==> src/hdl/uart_defines.svh <==
`ifndef UART_DEFINES_SVH
`define UART_DEFINES_SVH

// command and read widths.
`define UART_CMD_WIDTH 16
`define UART_READ_WIDTH 8

// 115200 baud from a 50 MHz clock.
`define UART_BAUD_DIV 434

// idle bit times between header and data of a write.
`define UART_GAP_BITS 15
// bit times a read waits for the response start bit.
`define UART_RSP_TIMEOUT_BITS 64

`endif
==> src/hdl/uart_pkg.sv <==
`include "uart_defines.svh"

package uart_pkg;

  // wr flag, address, data.
  typedef struct packed {
    logic                                         wr;
    logic [`UART_CMD_WIDTH-`UART_READ_WIDTH-2:0] addr;
    logic [`UART_READ_WIDTH-1:0]                 data;
  } cmd_t;

  typedef enum logic [2:0] {
    st_idle      = 3'd0,
    st_send_hdr  = 3'd1,
    st_gap       = 3'd2,
    st_send_data = 3'd3,
    st_wait_rsp  = 3'd4,
    st_done      = 3'd5
  } ctrl_state_t;

  // even parity bit of a byte.
  function automatic logic even_parity(input logic [`UART_READ_WIDTH-1:0] d);
    return ^d;
  endfunction

endpackage

==> src/hdl/uart_byte_if.sv <==
`timescale 1ns/10ps

`include "uart_defines.svh"

interface uart_byte_if;

  logic [`UART_READ_WIDTH-1:0] data;
  logic                        start;
  logic                        busy;
  logic                        done;
  logic                        valid;

  // transmit side.
  modport ctrl_tx   (output data, start, input busy, done);
  modport tx_engine (input data, start, output busy, done);

  // receive side, start arms the receiver and done flags a bad frame.
  modport ctrl_rx   (output start, input data, valid, busy, done);
  modport rx_engine (input start, output data, valid, busy, done);

endinterface

==> src/hdl/uart_top.sv <==
`timescale 1ns/10ps

`include "uart_defines.svh"

module uart_top #(
  parameter int baud_div = `UART_BAUD_DIV
) (
  input  logic                        clk,
  input  logic                        rst_n,
  input  logic [`UART_CMD_WIDTH-1:0]  cmd_in,
  input  logic                        cmd_vld,
  input  logic                        rx,
  output logic                        tx,
  output logic                        cmd_rdy,
  output logic                        read_rdy,
  output logic [`UART_READ_WIDTH-1:0] read_data,
  output logic                        read_err
);

  uart_byte_if tx_bus ();
  uart_byte_if rx_bus ();

  uart_cmd_ctrl #(
    .baud_div (baud_div)
  ) u_ctrl (
    .clk       (clk),
    .rst_n     (rst_n),
    .cmd_in    (cmd_in),
    .cmd_vld   (cmd_vld),
    .cmd_rdy   (cmd_rdy),
    .read_rdy  (read_rdy),
    .read_data (read_data),
    .read_err  (read_err),
    .tx_bus    (tx_bus),
    .rx_bus    (rx_bus)
  );

  uart_tx #(
    .baud_div (baud_div)
  ) u_tx (
    .clk   (clk),
    .rst_n (rst_n),
    .bus   (tx_bus),
    .tx    (tx)
  );

  uart_rx #(
    .baud_div (baud_div)
  ) u_rx (
    .clk   (clk),
    .rst_n (rst_n),
    .rx    (rx),
    .bus   (rx_bus)
  );

endmodule

==> src/hdl/uart_cmd_ctrl.sv <==
`timescale 1ns/10ps

`include "uart_defines.svh"

module uart_cmd_ctrl #(
  parameter int baud_div = `UART_BAUD_DIV
) (
  input  logic                        clk,
  input  logic                        rst_n,
  input  uart_pkg::cmd_t              cmd_in,
  input  logic                        cmd_vld,
  output logic                        cmd_rdy,
  output logic                        read_rdy,
  output logic [`UART_READ_WIDTH-1:0] read_data,
  output logic                        read_err,
  uart_byte_if.ctrl_tx                tx_bus,
  uart_byte_if.ctrl_rx                rx_bus
);

  import uart_pkg::*;

  localparam int cnt_w = $clog2(baud_div);
  localparam int bit_w = $clog2(`UART_RSP_TIMEOUT_BITS + 1);

  ctrl_state_t                 state;
  cmd_t                        cmd_q;
  logic [`UART_READ_WIDTH-1:0] tx_data;
  logic                        tx_start;
  logic [cnt_w-1:0]            cyc_cnt;
  logic [bit_w-1:0]            bit_cnt;
  logic                        bit_tick;
  logic                        cnt_run;
  logic                        cnt_hold;
  logic                        accept;
  logic                        gap_end;
  logic                        rsp_timeout;

  // done also takes a command, so the result cycle is ready too.
  assign cmd_rdy  = (state == st_idle) || (state == st_done);
  assign read_rdy = (state == st_done);
  assign accept   = cmd_vld && cmd_rdy;

  assign bit_tick    = (cyc_cnt == cnt_w'(baud_div - 1));
  assign cnt_run     = (state == st_gap) || (state == st_wait_rsp);
  assign cnt_hold    = (state == st_wait_rsp) && rx_bus.busy;
  assign gap_end     = (state == st_gap) && (bit_cnt == bit_w'(`UART_GAP_BITS));
  assign rsp_timeout = (state == st_wait_rsp) && !rx_bus.busy &&
                       (bit_cnt == bit_w'(`UART_RSP_TIMEOUT_BITS));

  // bit time counter for the gap and the response timeout.
  always_ff @(posedge clk or negedge rst_n)
  begin
    if (!rst_n)
    begin
      cyc_cnt <= '0;
      bit_cnt <= '0;
    end
    else if (!cnt_run)
    begin
      cyc_cnt <= '0;
      bit_cnt <= '0;
    end
    else if (!cnt_hold)
    begin
      if (bit_tick)
      begin
        cyc_cnt <= '0;
        bit_cnt <= bit_cnt + 1'b1;
      end
      else
      begin
        cyc_cnt <= cyc_cnt + 1'b1;
      end
    end
  end

  always_ff @(posedge clk or negedge rst_n)
  begin
    if (!rst_n)
    begin
      state     <= st_idle;
      tx_start  <= 1'b0;
      read_data <= '0;
      read_err  <= 1'b0;
    end
    else
    begin
      tx_start <= accept || gap_end;
      case (state)
        st_idle, st_done:
          state <= accept ? st_send_hdr : st_idle;
        st_send_hdr:
          if (tx_bus.done)
            state <= cmd_q.wr ? st_gap : st_wait_rsp;
        st_gap:
          if (gap_end)
            state <= st_send_data;
        st_send_data:
          if (tx_bus.done)
            state <= st_idle;
        st_wait_rsp:
          if (rx_bus.valid)
          begin
            state     <= st_done;
            read_data <= rx_bus.data;
            read_err  <= rx_bus.done;
          end
          else if (rsp_timeout)
          begin
            state     <= st_done;
            read_data <= '0;
            read_err  <= 1'b1;
          end
        default:
          state <= st_idle;
      endcase
    end
  end

  // header is wr flag and address, data follows after the gap.
  always_ff @(posedge clk)
  begin
    if (accept)
    begin
      cmd_q   <= cmd_in;
      tx_data <= {cmd_in.wr, cmd_in.addr};
    end
    else if (gap_end)
    begin
      tx_data <= cmd_q.data;
    end
  end

  assign tx_bus.start = tx_start;
  assign tx_bus.data  = tx_data;
  // arm rx as the read header finishes.
  assign rx_bus.start = (state == st_send_hdr) && tx_bus.done && !cmd_q.wr;

endmodule

==> src/hdl/uart_rx.sv <==
`timescale 1ns/10ps

`include "uart_defines.svh"

module uart_rx #(
  parameter int baud_div = `UART_BAUD_DIV
) (
  input  logic           clk,
  input  logic           rst_n,
  input  logic           rx,
  uart_byte_if.rx_engine bus
);

  import uart_pkg::*;

  localparam int cnt_w = $clog2(baud_div);
  localparam int half  = baud_div / 2;

  logic                        rx_meta;
  logic                        rx_sync;
  logic                        rx_prev;
  logic                        armed;
  logic                        active;
  logic                        valid;
  logic                        err;
  logic                        par_bit;
  logic [cnt_w-1:0]            cyc_cnt;
  logic [3:0]                  bit_idx;
  logic [`UART_READ_WIDTH-1:0] shreg;
  logic                        fall;
  logic                        sample;

  assign fall   = rx_prev && !rx_sync;
  // start bit checked at half a bit, the rest a full bit later.
  assign sample = (bit_idx == 4'd0) ? (cyc_cnt == cnt_w'(half - 1))
                                    : (cyc_cnt == cnt_w'(baud_div - 1));

  always_ff @(posedge clk or negedge rst_n)
  begin
    if (!rst_n)
    begin
      rx_meta <= 1'b1;
      rx_sync <= 1'b1;
      rx_prev <= 1'b1;
    end
    else
    begin
      rx_meta <= rx;
      rx_sync <= rx_meta;
      rx_prev <= rx_sync;
    end
  end

  always_ff @(posedge clk or negedge rst_n)
  begin
    if (!rst_n)
    begin
      armed   <= 1'b0;
      active  <= 1'b0;
      valid   <= 1'b0;
      cyc_cnt <= '0;
      bit_idx <= '0;
    end
    else
    begin
      valid <= 1'b0;
      if (active)
      begin
        if (sample)
        begin
          cyc_cnt <= '0;
          if (bit_idx == 4'd0)
          begin
            // glitch, go back to hunting.
            if (rx_sync)
              active <= 1'b0;
            else
              bit_idx <= 4'd1;
          end
          else if (bit_idx == 4'd10)
          begin
            active <= 1'b0;
            armed  <= 1'b0;
            valid  <= 1'b1;
          end
          else
          begin
            bit_idx <= bit_idx + 4'd1;
          end
        end
        else
        begin
          cyc_cnt <= cyc_cnt + 1'b1;
        end
      end
      else if (armed && fall)
      begin
        active  <= 1'b1;
        cyc_cnt <= '0;
        bit_idx <= '0;
      end
      if (bus.start)
        armed <= 1'b1;
    end
  end

  always_ff @(posedge clk)
  begin
    if (active && sample)
    begin
      if (bit_idx >= 4'd1 && bit_idx <= 4'd8)
        shreg <= {rx_sync, shreg[`UART_READ_WIDTH-1:1]};
      if (bit_idx == 4'd9)
        par_bit <= rx_sync;
      if (bit_idx == 4'd10)
        err <= (par_bit != even_parity(shreg)) || !rx_sync;
    end
  end

  assign bus.data  = shreg;
  assign bus.valid = valid;
  assign bus.busy  = active;
  assign bus.done  = err;

endmodule

==> src/hdl/uart_tx.sv <==
`timescale 1ns/10ps

`include "uart_defines.svh"

module uart_tx #(
  parameter int baud_div = `UART_BAUD_DIV
) (
  input  logic           clk,
  input  logic           rst_n,
  uart_byte_if.tx_engine bus,
  output logic           tx
);

  import uart_pkg::*;

  localparam int cnt_w = $clog2(baud_div);

  logic [cnt_w-1:0] cyc_cnt;
  logic [3:0]       bit_idx;
  logic [9:0]       shreg;
  logic             busy;
  logic             done;
  logic             bit_end;
  logic             load;

  assign bit_end = (cyc_cnt == cnt_w'(baud_div - 1));
  assign load    = bus.start && !busy;

  // bit 0 is the start bit, 10 the stop bit.
  always_ff @(posedge clk or negedge rst_n)
  begin
    if (!rst_n)
    begin
      busy    <= 1'b0;
      done    <= 1'b0;
      tx      <= 1'b1;
      cyc_cnt <= '0;
      bit_idx <= '0;
    end
    else
    begin
      done <= 1'b0;
      if (load)
      begin
        busy    <= 1'b1;
        tx      <= 1'b0;
        cyc_cnt <= '0;
        bit_idx <= '0;
      end
      else if (busy)
      begin
        if (bit_end)
        begin
          cyc_cnt <= '0;
          if (bit_idx == 4'd10)
          begin
            busy <= 1'b0;
            done <= 1'b1;
          end
          else
          begin
            tx      <= shreg[0];
            bit_idx <= bit_idx + 4'd1;
          end
        end
        else
        begin
          cyc_cnt <= cyc_cnt + 1'b1;
        end
      end
    end
  end

  // data lsb first, then parity, then stop.
  always_ff @(posedge clk)
  begin
    if (load)
      shreg <= {1'b1, even_parity(bus.data), bus.data};
    else if (busy && bit_end)
      shreg <= {1'b1, shreg[9:1]};
  end

  assign bus.busy = busy;
  assign bus.done = done;

endmodule

==> config.mk <==
export PLATFORM = sky130hd
export DESIGN_NAME = uart_top
export DESIGN_NICKNAME = d
export VERILOG_FILES = /design/src/hdl/uart_pkg.sv /design/src/hdl/uart_byte_if.sv /design/src/hdl/uart_top.sv /design/src/hdl/uart_cmd_ctrl.sv /design/src/hdl/uart_rx.sv /design/src/hdl/uart_tx.sv
export VERILOG_INCLUDE_DIRS = /design/src /design/src/hdl
export SDC_FILE = /design/constraint.sdc
export NUM_CORES = 1
export LEC_CHECK = 0
export ABC_CLOCK_PERIOD_IN_PS = 2600
export BUFFER_PORTS_ARGS = -buffer_cell sky130_fd_sc_hd__buf_2
export CAP_MARGIN = 20
export CORE_ASPECT_RATIO = 1.5
export CORE_MARGIN = 2
export CORE_UTILIZATION = 54
export CTS_BUF_LIST = sky130_fd_sc_hd__clkbuf_16
export DETAILED_ROUTE_END_ITERATION = 12
export PLACE_DENSITY = 0.85
export RECOVER_POWER = 100
export SYNTH_ARGS = -nofsm -noshare
export SYNTH_HDL_FRONTEND = slang
export SYNTH_SLANG_ARGS = --single-unit
==> constraint.sdc <==
create_clock -name clk -period 2.6 [get_ports clk]
set_input_delay 0.13 -clock clk [delete_from_list [all_inputs] [get_ports clk]]
set_output_delay 0.13 -clock clk [all_outputs]
set_load 0.01 [all_outputs]
**After elaboration in Yosys (flattened, before gate mapping)**

Cells that the tools add are included.

- Logic and storage cells: 170
- Register bits after elaboration: 100
- Output and inout port bits: 12

- Multiplexer cells: 66
- Reductions and logical operators: 44
- Equal/unequal tests: 26
- Magnitude comparators: 2
- $add $sub $neg: 6

Operators with widths:

| kind | number |
|---|---|
| 9-bit 2-to-1 mux | 11 |
| 4-bit 2-to-1 mux | 10 |
| 8-bit 2-to-1 mux | 4 |
| 1-bit 2-to-1 mux | 31 |
| 9-bit by 1-bit adder with 9-bit output (second input constant) | 3 |
| 9-bit equality test (second input constant) | 3 |
| 7-bit 2-to-1 mux | 3 |
| 3-bit 2-to-1 mux | 6 |
| 2-bit nonzero test | 9 |
| 8-bit parity | 2 |
| 3-bit one-hot mux with 5 select lines | 1 |
| 1-bit logical AND | 13 |
| 4-bit equality test (second input constant) | 3 |
| 4-bit AND reduction | 3 |
| 2-bit by 1-bit != test with 1-bit output (second input constant) | 5 |
| 2-bit AND reduction | 5 |
| 9-bit by 8-bit equality test with 1-bit output (second input constant) | 1 |
| 4-bit by 1-bit adder with 4-bit output (second input constant) | 2 |
| 7-bit by 1-bit adder with 7-bit output (second input constant) | 1 |
| 7-bit by 4-bit equality test with 1-bit output (second input constant) | 1 |
| 7-bit equality test (second input constant) | 1 |
| 3-bit by 2-bit equality test with 1-bit output (second input constant) | 2 |
| 3-bit equality test (second input constant) | 2 |
| 2-bit != test (second input constant) | 3 |
| other kinds (12) | 19 |

**Longest topological paths before layout**

Gate-level depths: netlist of run 1.

- Depth after elaboration: 6
- Gate-level depth with buffers: 8

**Modules after synthesis**

From an unflattened synthesis of run 1, not the netlist that was laid out.

- Cell total of the unflattened synthesis: 457
- Area total of the unflattened synthesis: 4926.0 um^2

By module, submodules not included:

| module | cells each | instances | area an instance (um^2) |
|---|---|---|---|
| uart_cmd_ctrl | 187 | 1 | 2150.8 |
| uart_rx | 141 | 1 | 1520.2 |
| uart_tx | 129 | 1 | 1255.0 |

**Least setup slack after synthesis of run 1**

No wires, ideal clock.

- Path kind: flip-flop to flip-flop
- Start point: register u_rx.bit_idx[0]
- End point: register u_rx.shreg[0], in the netlist u_rx.bus.data[0] (enable)
- Path slack: 175 ps
- Data arrival time: 2055 ps
- Clock period less this slack: 2425 ps
- Cell stages (with the launch flop): 8
- Data required time: 2230 ps
- Library setup time: 370 ps
- Path through: dfrtp_1 -> inv_1 -> ha_1 -> or3b_2 -> nor3_2 -> o21a_1 -> nand2_1 -> nor2_1

- Longest elaborated chain between the ends: 4
- Elaborated cells on any way between the ends: 7
- Classes of those cells: order compare (2); mux (1); reduce/logical (4)

RTL lines:

| what | line | text |
|---|---|---|
| start, declared | uart_rx.sv:28 | `logic [3:0] bit_idx;` |
| start signal, assigned | uart_rx.sv:88 | `bit_idx <= bit_idx + 4'd1;` |
| branches (longest 3 deep; another with 4-bit by 1-bit >= comparator with 1-bit output) | n/a |  |
| 2-bit AND reduction (no source line) (*) | n/a |  |
| end signal, assigned | uart_rx.sv:112 | `` shreg <= {rx_sync, shreg[`UART_READ_WIDTH-1:1]}; `` |
| end, declared | uart_rx.sv:29 | `` logic [`UART_READ_WIDTH-1:0] shreg; `` |

Every way passes the cells marked *.
A chain may end at the register's enable or synchronous reset.

**Final worst setup path of run 1**

- Start point: register u_rx.bit_idx[0]
- End point: register u_rx.err, in the netlist u_rx.bus.done (enable)

- Longest elaborated chain between the ends: 4
- Elaborated cells on any way between the ends: 5
- Classes of those cells: eq/ne (1); mux (1); reduce/logical (3)

RTL lines:

| what | line | text |
|---|---|---|
| 4-bit logical NOT | uart_rx.sv:35 | `assign sample = (bit_idx == 4'd0) ? (cyc_cnt == cnt_w'(half - 1))` |
| 1-bit 2-to-1 mux | uart_rx.sv:35 |  |
| 1-bit logical AND | uart_rx.sv:109 | `if (active && sample)` |
| 2-bit AND reduction (no source line) (*) | n/a |  |
| end signal, assigned | uart_rx.sv:116 | `err <= (par_bit != even_parity(shreg)) \|\| !rx_sync;` |
| end, declared | uart_rx.sv:25 | `logic err;` |

Mark *: on every way between the ends. The rest lies on a longest branch, timed or not.

==> impl_metrics.json, run 1 <==
{
  "status": "complete, but fails checks",
  "failed_checks": "capacitance limit, slew limit",
  "synthSimpleGateAreaFrac": 0.174,
  "synth-edff-count": 36,
  "wirelength_um": 9480,
  "tightest_slew_ps": 1870,
  "clk_pin_slew_ps": 80,
  "fin_skew_ps": 11.3,
  "dr.pass1.iters": 5,
  "cp-end-kind": "flip-flop",
  "drive_above_1_share": 0.138,
  "mappedNetlistArea_mm2": 0.00479,
  "required_ps": 2680,
  "totalPowerFinal_mw": 3.31,
  "synth-adder-area-share": 0.0366,
  "wl_met3_um": 323,
  "synth_top_family_by_area": "simple AND/OR/NAND/NOR gates",
  "synth_compound_area_frac": 0.0938,
  "max_freq_mhz": 417,
  "hold_class": "input port to flip-flop",
  "grt_max_degree": 35,
  "pwr_density_cell_mw_per_mm2": 610,
  "clk_path_buf_depth": 2,
  "critPathKind": "flip-flop to flip-flop",
  "die_y_um": 119,
  "synthTopCellsByArea": "dfrtp_1 31%, edfxtp_1 23%, xnor2_1 3.8%",
  "synth_top_area_frac": 0.314,
  "gp_congestion": 0.880,
  "finalHoldViolCount": 0,
  "muxShareOfSynthArea": 0.0439,
  "dp_hpwl_um": 6350,
  "n_antenna_cell": 0,
  "antenna_left": 0,
  "power.leakage_nw": 2.22,
  "avgSynthCellArea_um2": 11.6,
  "synthToLayoutAreaGrowth_pct": 13.2,
  "initialDrtViolationCount": 279,
  "antenna_found_initial": 0,
  "synth.distinct_cells": 55,
  "post_drt_via_cell_ratio": 5.87,
  "cp-start-kind": "flip-flop",
  "rows": 42,
  "path_max_fanout": 5,
  "overflow": 0,
  "multi_input_area_mm2": 0.00193,
  "root_buffer": "clkbuf_16",
  "final-setup-viol-count": 0,
  "highest_layer": "met4",
  "ys.warnings.count": 0,
  "clock-sinks": 100,
  "seq_area_mm2": 0.00269,
  "cts_setup_buffers": 0,
  "finalMaxSlewViolations": 31,
  "synthArstFlopShare": 0.640,
  "grt_pass1_vias": 3398,
  "die_x_um": 80.9,
  "synth_top_area_cell": "dfrtp_1",
  "synth_cells": 411,
  "synth_xor_area_frac": 0.0622,
  "cts_max_level": 3,
  "clk_latency_ps": 340,
  "grt_pass1_wl_um": 15500,
  "initial_core_util": 0.549,
  "numCtsBuffers": 9,
  "relSlewSlack": -0.247,
  "ios": 32,
  "port-buffer-count": 31,
  "synth_nets": 445,
  "synth_ff_type": "dfrtp_1",
  "drc": 0,
  "fill_cells": 652,
  "grt_setup_unrepaired": "no",
  "m1WireLength_um": 3690,
  "ys_seq_area_frac": 0.561,
  "peakVddDrop_mv": 0.512,
  "dr_total_vias": 3362,
  "tns_ps": 0,
  "die-area_mm2": 0.00965,
  "finalNetCount": 492,
  "met2WireLength_um": 5220,
  "period_share": 0.923,
  "wl_per_cell_um": 16.6,
  "cts_tree": "yes",
  "core_mm2": 0.00872,
  "synth_seq_cells": 100,
  "period_minus_slack_ps": 2400,
  "drv_cap": 1,
  "track_usage": 0.206,
  "worstPathArrival_ps": 2480
}
==> critical path: stages, from the launching register on <==
cell and delay, ps:
dfrtp_1 430, inv_1 150, ha_1 210, or3b_2 500, and3_1 210, o21ai_0 530, nor2_1 120
==> worst paths after layout <==
check                                 from                    end  slack, ps  cells past startpoint
max reg2reg                u_rx.bit_idx[0]          u_rx.bus.done        200                      6
max in group asynchronous            rst_n             u_rx.armed        680                      2
min                              cmd_in[9]  u_ctrl.tx_bus.data[1]         90                      2
max                        u_rx.bit_idx[0]          u_rx.bus.done        200                      6
min in group asynchronous            rst_n        u_tx.bit_idx[3]        840                      2
min reg2reg                   u_rx.rx_meta           u_rx.rx_sync        360                      0
==> power by group <==
part           total, mW  switching (mW)  internal (mW)
Sequential          1.75          0.0673           1.68
Combinational      0.174          0.0914         0.0830
Clock               1.38           0.612          0.771
Total               3.31           0.771           2.54
==> cell usage after synthesis (2+ instances only) <==
cell type / number
clkbuf_1: 5
mux2i_1: 3
ha_1: 14
o21ai_1: 3
edfxtp_1: 36
or2_2: 2
nor3_2: 2
buf_2: 5
nor4bb_1: 4
nand4b_1: 2
nor3_1: 4
nor2b_1: 4
a21oi_1: 15
dfstp_2: 4
mux2_2: 16
o31ai_1: 3
clkbuf_8: 3
a21o_1: 4
and2_1: 2
nand3b_1: 2
or3_1: 3
nand2_1: 28
nor2_1: 42
xnor2_1: 21
dfrtp_1: 60
nor3b_1: 5
nand2b_1: 7
xor2_1: 13
o21ai_0: 21
a22o_1: 12
inv_1: 13
nor4_1: 2
nand4_1: 13
and3_1: 10
nand3_1: 8
==> kinds of logic after synthesis <==
family          count (synthesis)
simple gates                  150
flops                         100
compound gates                 68
xor+xnor                       34
buf+inv                        26
mux                            19
fa+ha+maj                      14
==> stage by stage <==
step,instance area (um2),util,worst slack (ps),hold WS (ps),std cells
floorplan,4790,-,175,-166,411
global placement,5060,0.580,256,222,546
detailed placement,5060,0.580,161,239,546
CTS,5490,0.629,137,88.5,573
global route,5420,0.621,34.3,92.9,573
finish,5420,0.621,199,88.8,573
==> state kept, by name, summed over array words and instances, names as in the netlist, 3 cells and up <==
| register | flops |
|---|---|
| u_rx.bus.data | 8 |
| u_ctrl.tx_bus.data | 8 |
| u_tx.cyc_cnt | 9 |
| u_ctrl.read_data | 8 |
| u_rx.bit_idx | 4 |
| u_rx.cyc_cnt | 9 |
| u_ctrl.state | 3 |
| u_tx.shreg | 9 |
| u_ctrl.bit_cnt | 7 |
| u_tx.bit_idx | 4 |
| u_ctrl.cmd_q | 9 |
| u_ctrl.cyc_cnt | 9 |
==> what timing repair did <==
action                                  4_1_cts  5_1_grt
hold buffers                                 11        0
endpoints found under the setup margin        0        8
endpoints found under the hold margin        38        0
resized for setup                             0        1
==> final cells by class <==
type | count | area share
Inverter | 13 | 0.00900
Sequential cell | 100 | 0.496
Clock inverter | 7 | 0.0171
Clock buffer | 9 | 0.0416
Timing Repair Buffer | 49 | 0.0554
Tap cell | 110 | 0.0254
Multi-Input combinational cell | 285 | 0.356
==> per-layer routing <==
metal | up-vias | global-route usage
met5 | - | 0
met4 | 0 | 0.0816
met3 | 23 | 0.0386
met2 | 93 | 0.369
met1 | 1669 | 0.236
li1 | 1577 | -
==> cells in the final DEF (no fill, tap or decap), types with 10 or more instances in the layout <==
| master | n |
|---|---|
| clkbuf_1 | 16 |
| a21oi_1 | 15 |
| xnor2_1 | 21 |
| mux2_2 | 14 |
| o21ai_0 | 22 |
| inv_1 | 13 |
| dlygate4sd3_1 | 11 |
| nor2_1 | 42 |
| buf_2 | 18 |
| and3_1 | 10 |
| dfrtp_1 | 60 |
| a22o_1 | 12 |
| nand2_1 | 28 |
| nand4_1 | 13 |
| xor2_1 | 13 |
| ha_1 | 14 |
| edfxtp_1 | 36 |
No activity file was read; power rests on OpenSTA's default activity.
==> run 2: changes to the inputs <==
--- a/config.mk
+++ b/config.mk
@@ -8,2 +8,3 @@
 export LEC_CHECK = 0
+export ABC_AREA = 1
 export ABC_CLOCK_PERIOD_IN_PS = 2600
@@ -13,6 +14,6 @@
 export CORE_MARGIN = 2
-export CORE_UTILIZATION = 54
+export CORE_UTILIZATION = 55
 export CTS_BUF_LIST = sky130_fd_sc_hd__clkbuf_16
 export DETAILED_ROUTE_END_ITERATION = 12
-export PLACE_DENSITY = 0.85
+export PLACE_DENSITY = 0.86
 export RECOVER_POWER = 100
==> constraint.sdc (replaced) <==
create_clock -name clk -period 2.6 [get_ports clk]
set_input_delay 0 -clock clk [delete_from_list [all_inputs] [get_ports clk]]
set_output_delay 0 -clock clk [all_outputs]
set_load 0.01 [all_outputs]
==> run 2 against run 1 <==
The run now ends clean. Final cell count rose by 25%. Clock skew is 4.8 ps lower. Area after synthesis is 3.3% higher. Total power decreased by 10%. Non-clock buffer count is 3 higher. First-iteration DRC count is 25% lower. Global-route usage up 2.3 points. Clock power shrank 7%. Register-to-register slack improved by 210 ps. Critical endpoint is now u_rx.bus.data[7]. Largest power group unchanged.
==> impl_metrics.json, run 2 <==
{
  "drv_cap": 0,
  "hold_class": "input port to flip-flop",
  "n_antenna_cell": 0,
  "fin_skew_ps": 6.57,
  "ys.warnings.count": 0,
  "synth_nets": 580,
  "synthToLayoutAreaGrowth_pct": 13.2,
  "finalNetCount": 638,
  "overflow": 0,
  "synth-edff-count": 36,
  "pwr_density_cell_mw_per_mm2": 531,
  "power.leakage_nw": 2.61,
  "peakVddDrop_mv": 0.348,
  "gp_congestion": 0.788,
  "p_int_mw": 2.39,
  "multi_input_area_mm2": 0.00192,
  "dr_total_vias": 3908,
  "port-buffer-count": 31,
  "final-setup-viol-count": 0,
  "final_core_util": 0.638,
  "clkPwrFrac": 0.430,
  "status": "finished clean",
  "core_mm2": 0.00878,
  "root_buffer": "clkbuf_16",
  "initial_core_util": 0.564,
  "synth_common_cells": "168 x nand2_1, 60 x dfrtp_1, 51 x inv_1",
  "cp_cell_sequence": "inv_1 -> ha_1 -> inv_1 -> nor2_1 -> nand2_1 -> nand2_1 -> nand2_2 -> nand3_1 -> nor3_1 -> buf_4",
  "grt_pass1_vias": 4008,
  "drc": 0,
  "critPathBufInv": 3,
  "period_share": 0.841,
  "cp-end-kind": "flip-flop",
  "dp_hpwl_um": 7210,
  "antenna_left": 0,
  "fill_cells": 657,
  "cp_top_family": "simple AND/OR/NAND/NOR gates",
  "wl_per_cell_um": 14.4,
  "grt_pass1_wl_um": 17400,
  "synth.distinct_cells": 41,
  "cts_setup_buffers": 0,
  "ios": 32,
  "stdcell_count": 719,
  "cp-start-kind": "flip-flop",
  "pwr-share-comb": 0.020,
  "rows": 42,
  "clock-sinks": 100,
  "cpPeakStageDelay_ps": 440,
  "p_switching_uw": 579,
  "pwr-share-seq": 0.549,
  "swShare": 0.195,
  "initialDrtViolationCount": 210,
  "tns_ps": 0,
  "mappedNetlistArea_mm2": 0.00495,
  "ys_seq_area_frac": 0.543,
  "finalMaxSlewViolations": 0,
  "clk_latency_ps": 340,
  "clk_path_buf_depth": 2,
  "crit_slowest_cell": "dfrtp_1",
  "max_freq_mhz": 457,
  "synth.most_common_cell": "nand2_1",
  "placed_area_mm2": 0.00522,
  "track_usage": 0.229,
  "antenna_found_initial": 0,
  "die_y_um": 120,
  "mostFrequentLayoutCells": "172 x nand2_1, 60 x dfrtp_1, 57 x inv_1, 47 x nor2_1, 36 x edfxtp_1",
  "clk_pin_slew_ps": 60,
  "die-area_mm2": 0.00978,
  "fin_area_mm2": 0.00560,
  "grt_max_degree": 41,
  "cts_tree": "yes",
  "synth_top_area_frac": 0.304,
  "critPathKind": "flip-flop to flip-flop",
  "relSlewSlack": 0.0449,
  "whs_ps": 244,
  "dr.pass1.iters": 4,
  "synthTopCellsByArea": "dfrtp_1 30%, edfxtp_1 22%, nand2_1 13%",
  "avgSynthCellArea_um2": 9.06,
  "synthArstFlopShare": 0.640,
  "dp_slack_ps": 649,
  "totalPowerFinal_mw": 2.97,
  "synth_top_area_cell": "dfrtp_1",
  "setup_ws_ps": 412,
  "wirelength_um": 10300,
  "synth_ff_type": "dfrtp_1",
  "tightest_slew_ps": 1430,
  "grt_setup_unrepaired": "no",
  "finalHoldViolCount": 0,
  "path_max_fanout": 8,
  "required_ps": 2650,
  "period_minus_slack_ps": 2190,
  "place_inst": 685,
  "synth_seq_cells": 100,
  "cts_max_level": 3,
  "drive_above_1_share": 0.0952,
  "die_x_um": 81.4,
  "synth_cells": 546,
  "post_drt_via_cell_ratio": 5.44,
  "seq_area_mm2": 0.00269,
  "final_common_cell": "nand2_1",
  "worstPathArrival_ps": 2240,
  "numCtsBuffers": 9
}
run 2: cell count changes after synthesis, sizes merged, moves of 8 or more:
cell / before / now
mux2: 16 / 0
and3: 10 / 0
xnor2: 21 / 8
a22o: 12 / 3
nand3: 9 / 33
inv: 13 / 60
nand2: 28 / 179
nor2: 42 / 50
run 2: path summary, 6_finish.rpt:
check,from,end,slack (ps),depth (start not counted)
max in group asynchronous,rst_n,u_rx.rx_prev,700,3
max,u_rx.bit_idx[0],u_rx.bus.data[7],410,10
min in group asynchronous,rst_n,u_ctrl.read_data[1],530,2
min,cmd_vld,u_ctrl.tx_bus.data[7],240,4
min reg2reg,u_rx.rx_meta,u_rx.rx_sync,360,0
max reg2reg,u_rx.bit_idx[0],u_rx.bus.data[7],410,10
run 2: area by class of cell:
class                      instances  area share
multi-input combinational        381       0.344
inverter                          60      0.0402
timing repair buffer              52      0.0606
sequential                       100       0.480
clock inverter                     7      0.0107
tap                              110      0.0246
clock buffer                       9      0.0402
run 2: logic make-up (layout without fill, tap and decap cells):
group / count (synthesis) / in the layout / share of synthesized area
XOR/XNOR: 22 / 22 / 0.0390
adder cells (fa/ha/maj): 14 / 14 / 0.0354
flip-flops: 100 / 100 / 0.543
buffers and inverters: 65 / 128 / 0.0546
AO/OA/AOI/OAI: 55 / 55 / 0.0658
AND/OR/NAND/NOR: 290 / 290 / 0.262
run 2: power groups by stage:
stage	clock [mW]	sequential [mW]	combinational, mW
detailed placement	0	1.66	0.0389
global placement	0	1.66	0.0377
global route	1.38	1.63	0.0669
floorplan	0	1.66	0.00182
finish	1.28	1.63	0.0602
CTS	1.30	1.63	0.0603
run 2: worst reg2reg max path: cells and delay by family, from the launching register on:
| kind | cells | cell delay (ps) |
|---|---|---|
| simple gates | 6 | 850 |
| flops | 1 | 440 |
| buf+inv | 3 | 410 |
| fa+ha+maj | 1 | 210 |
run 2: what timing repair did:
action	4_1_cts	5_1_grt
hold buffers	18	0
gates resized for setup	0	0
endpoints found under the hold margin	40	0
run 2: per-layer routing:
layer,GRT usage,share of wire,vias to the layer above
li1,-,-,1890
met1,0.249,0.39,1910
met2,0.412,0.56,79
met3,0.0481,0.029,29
met4,0.107,0.024,0
met5,0,0,-
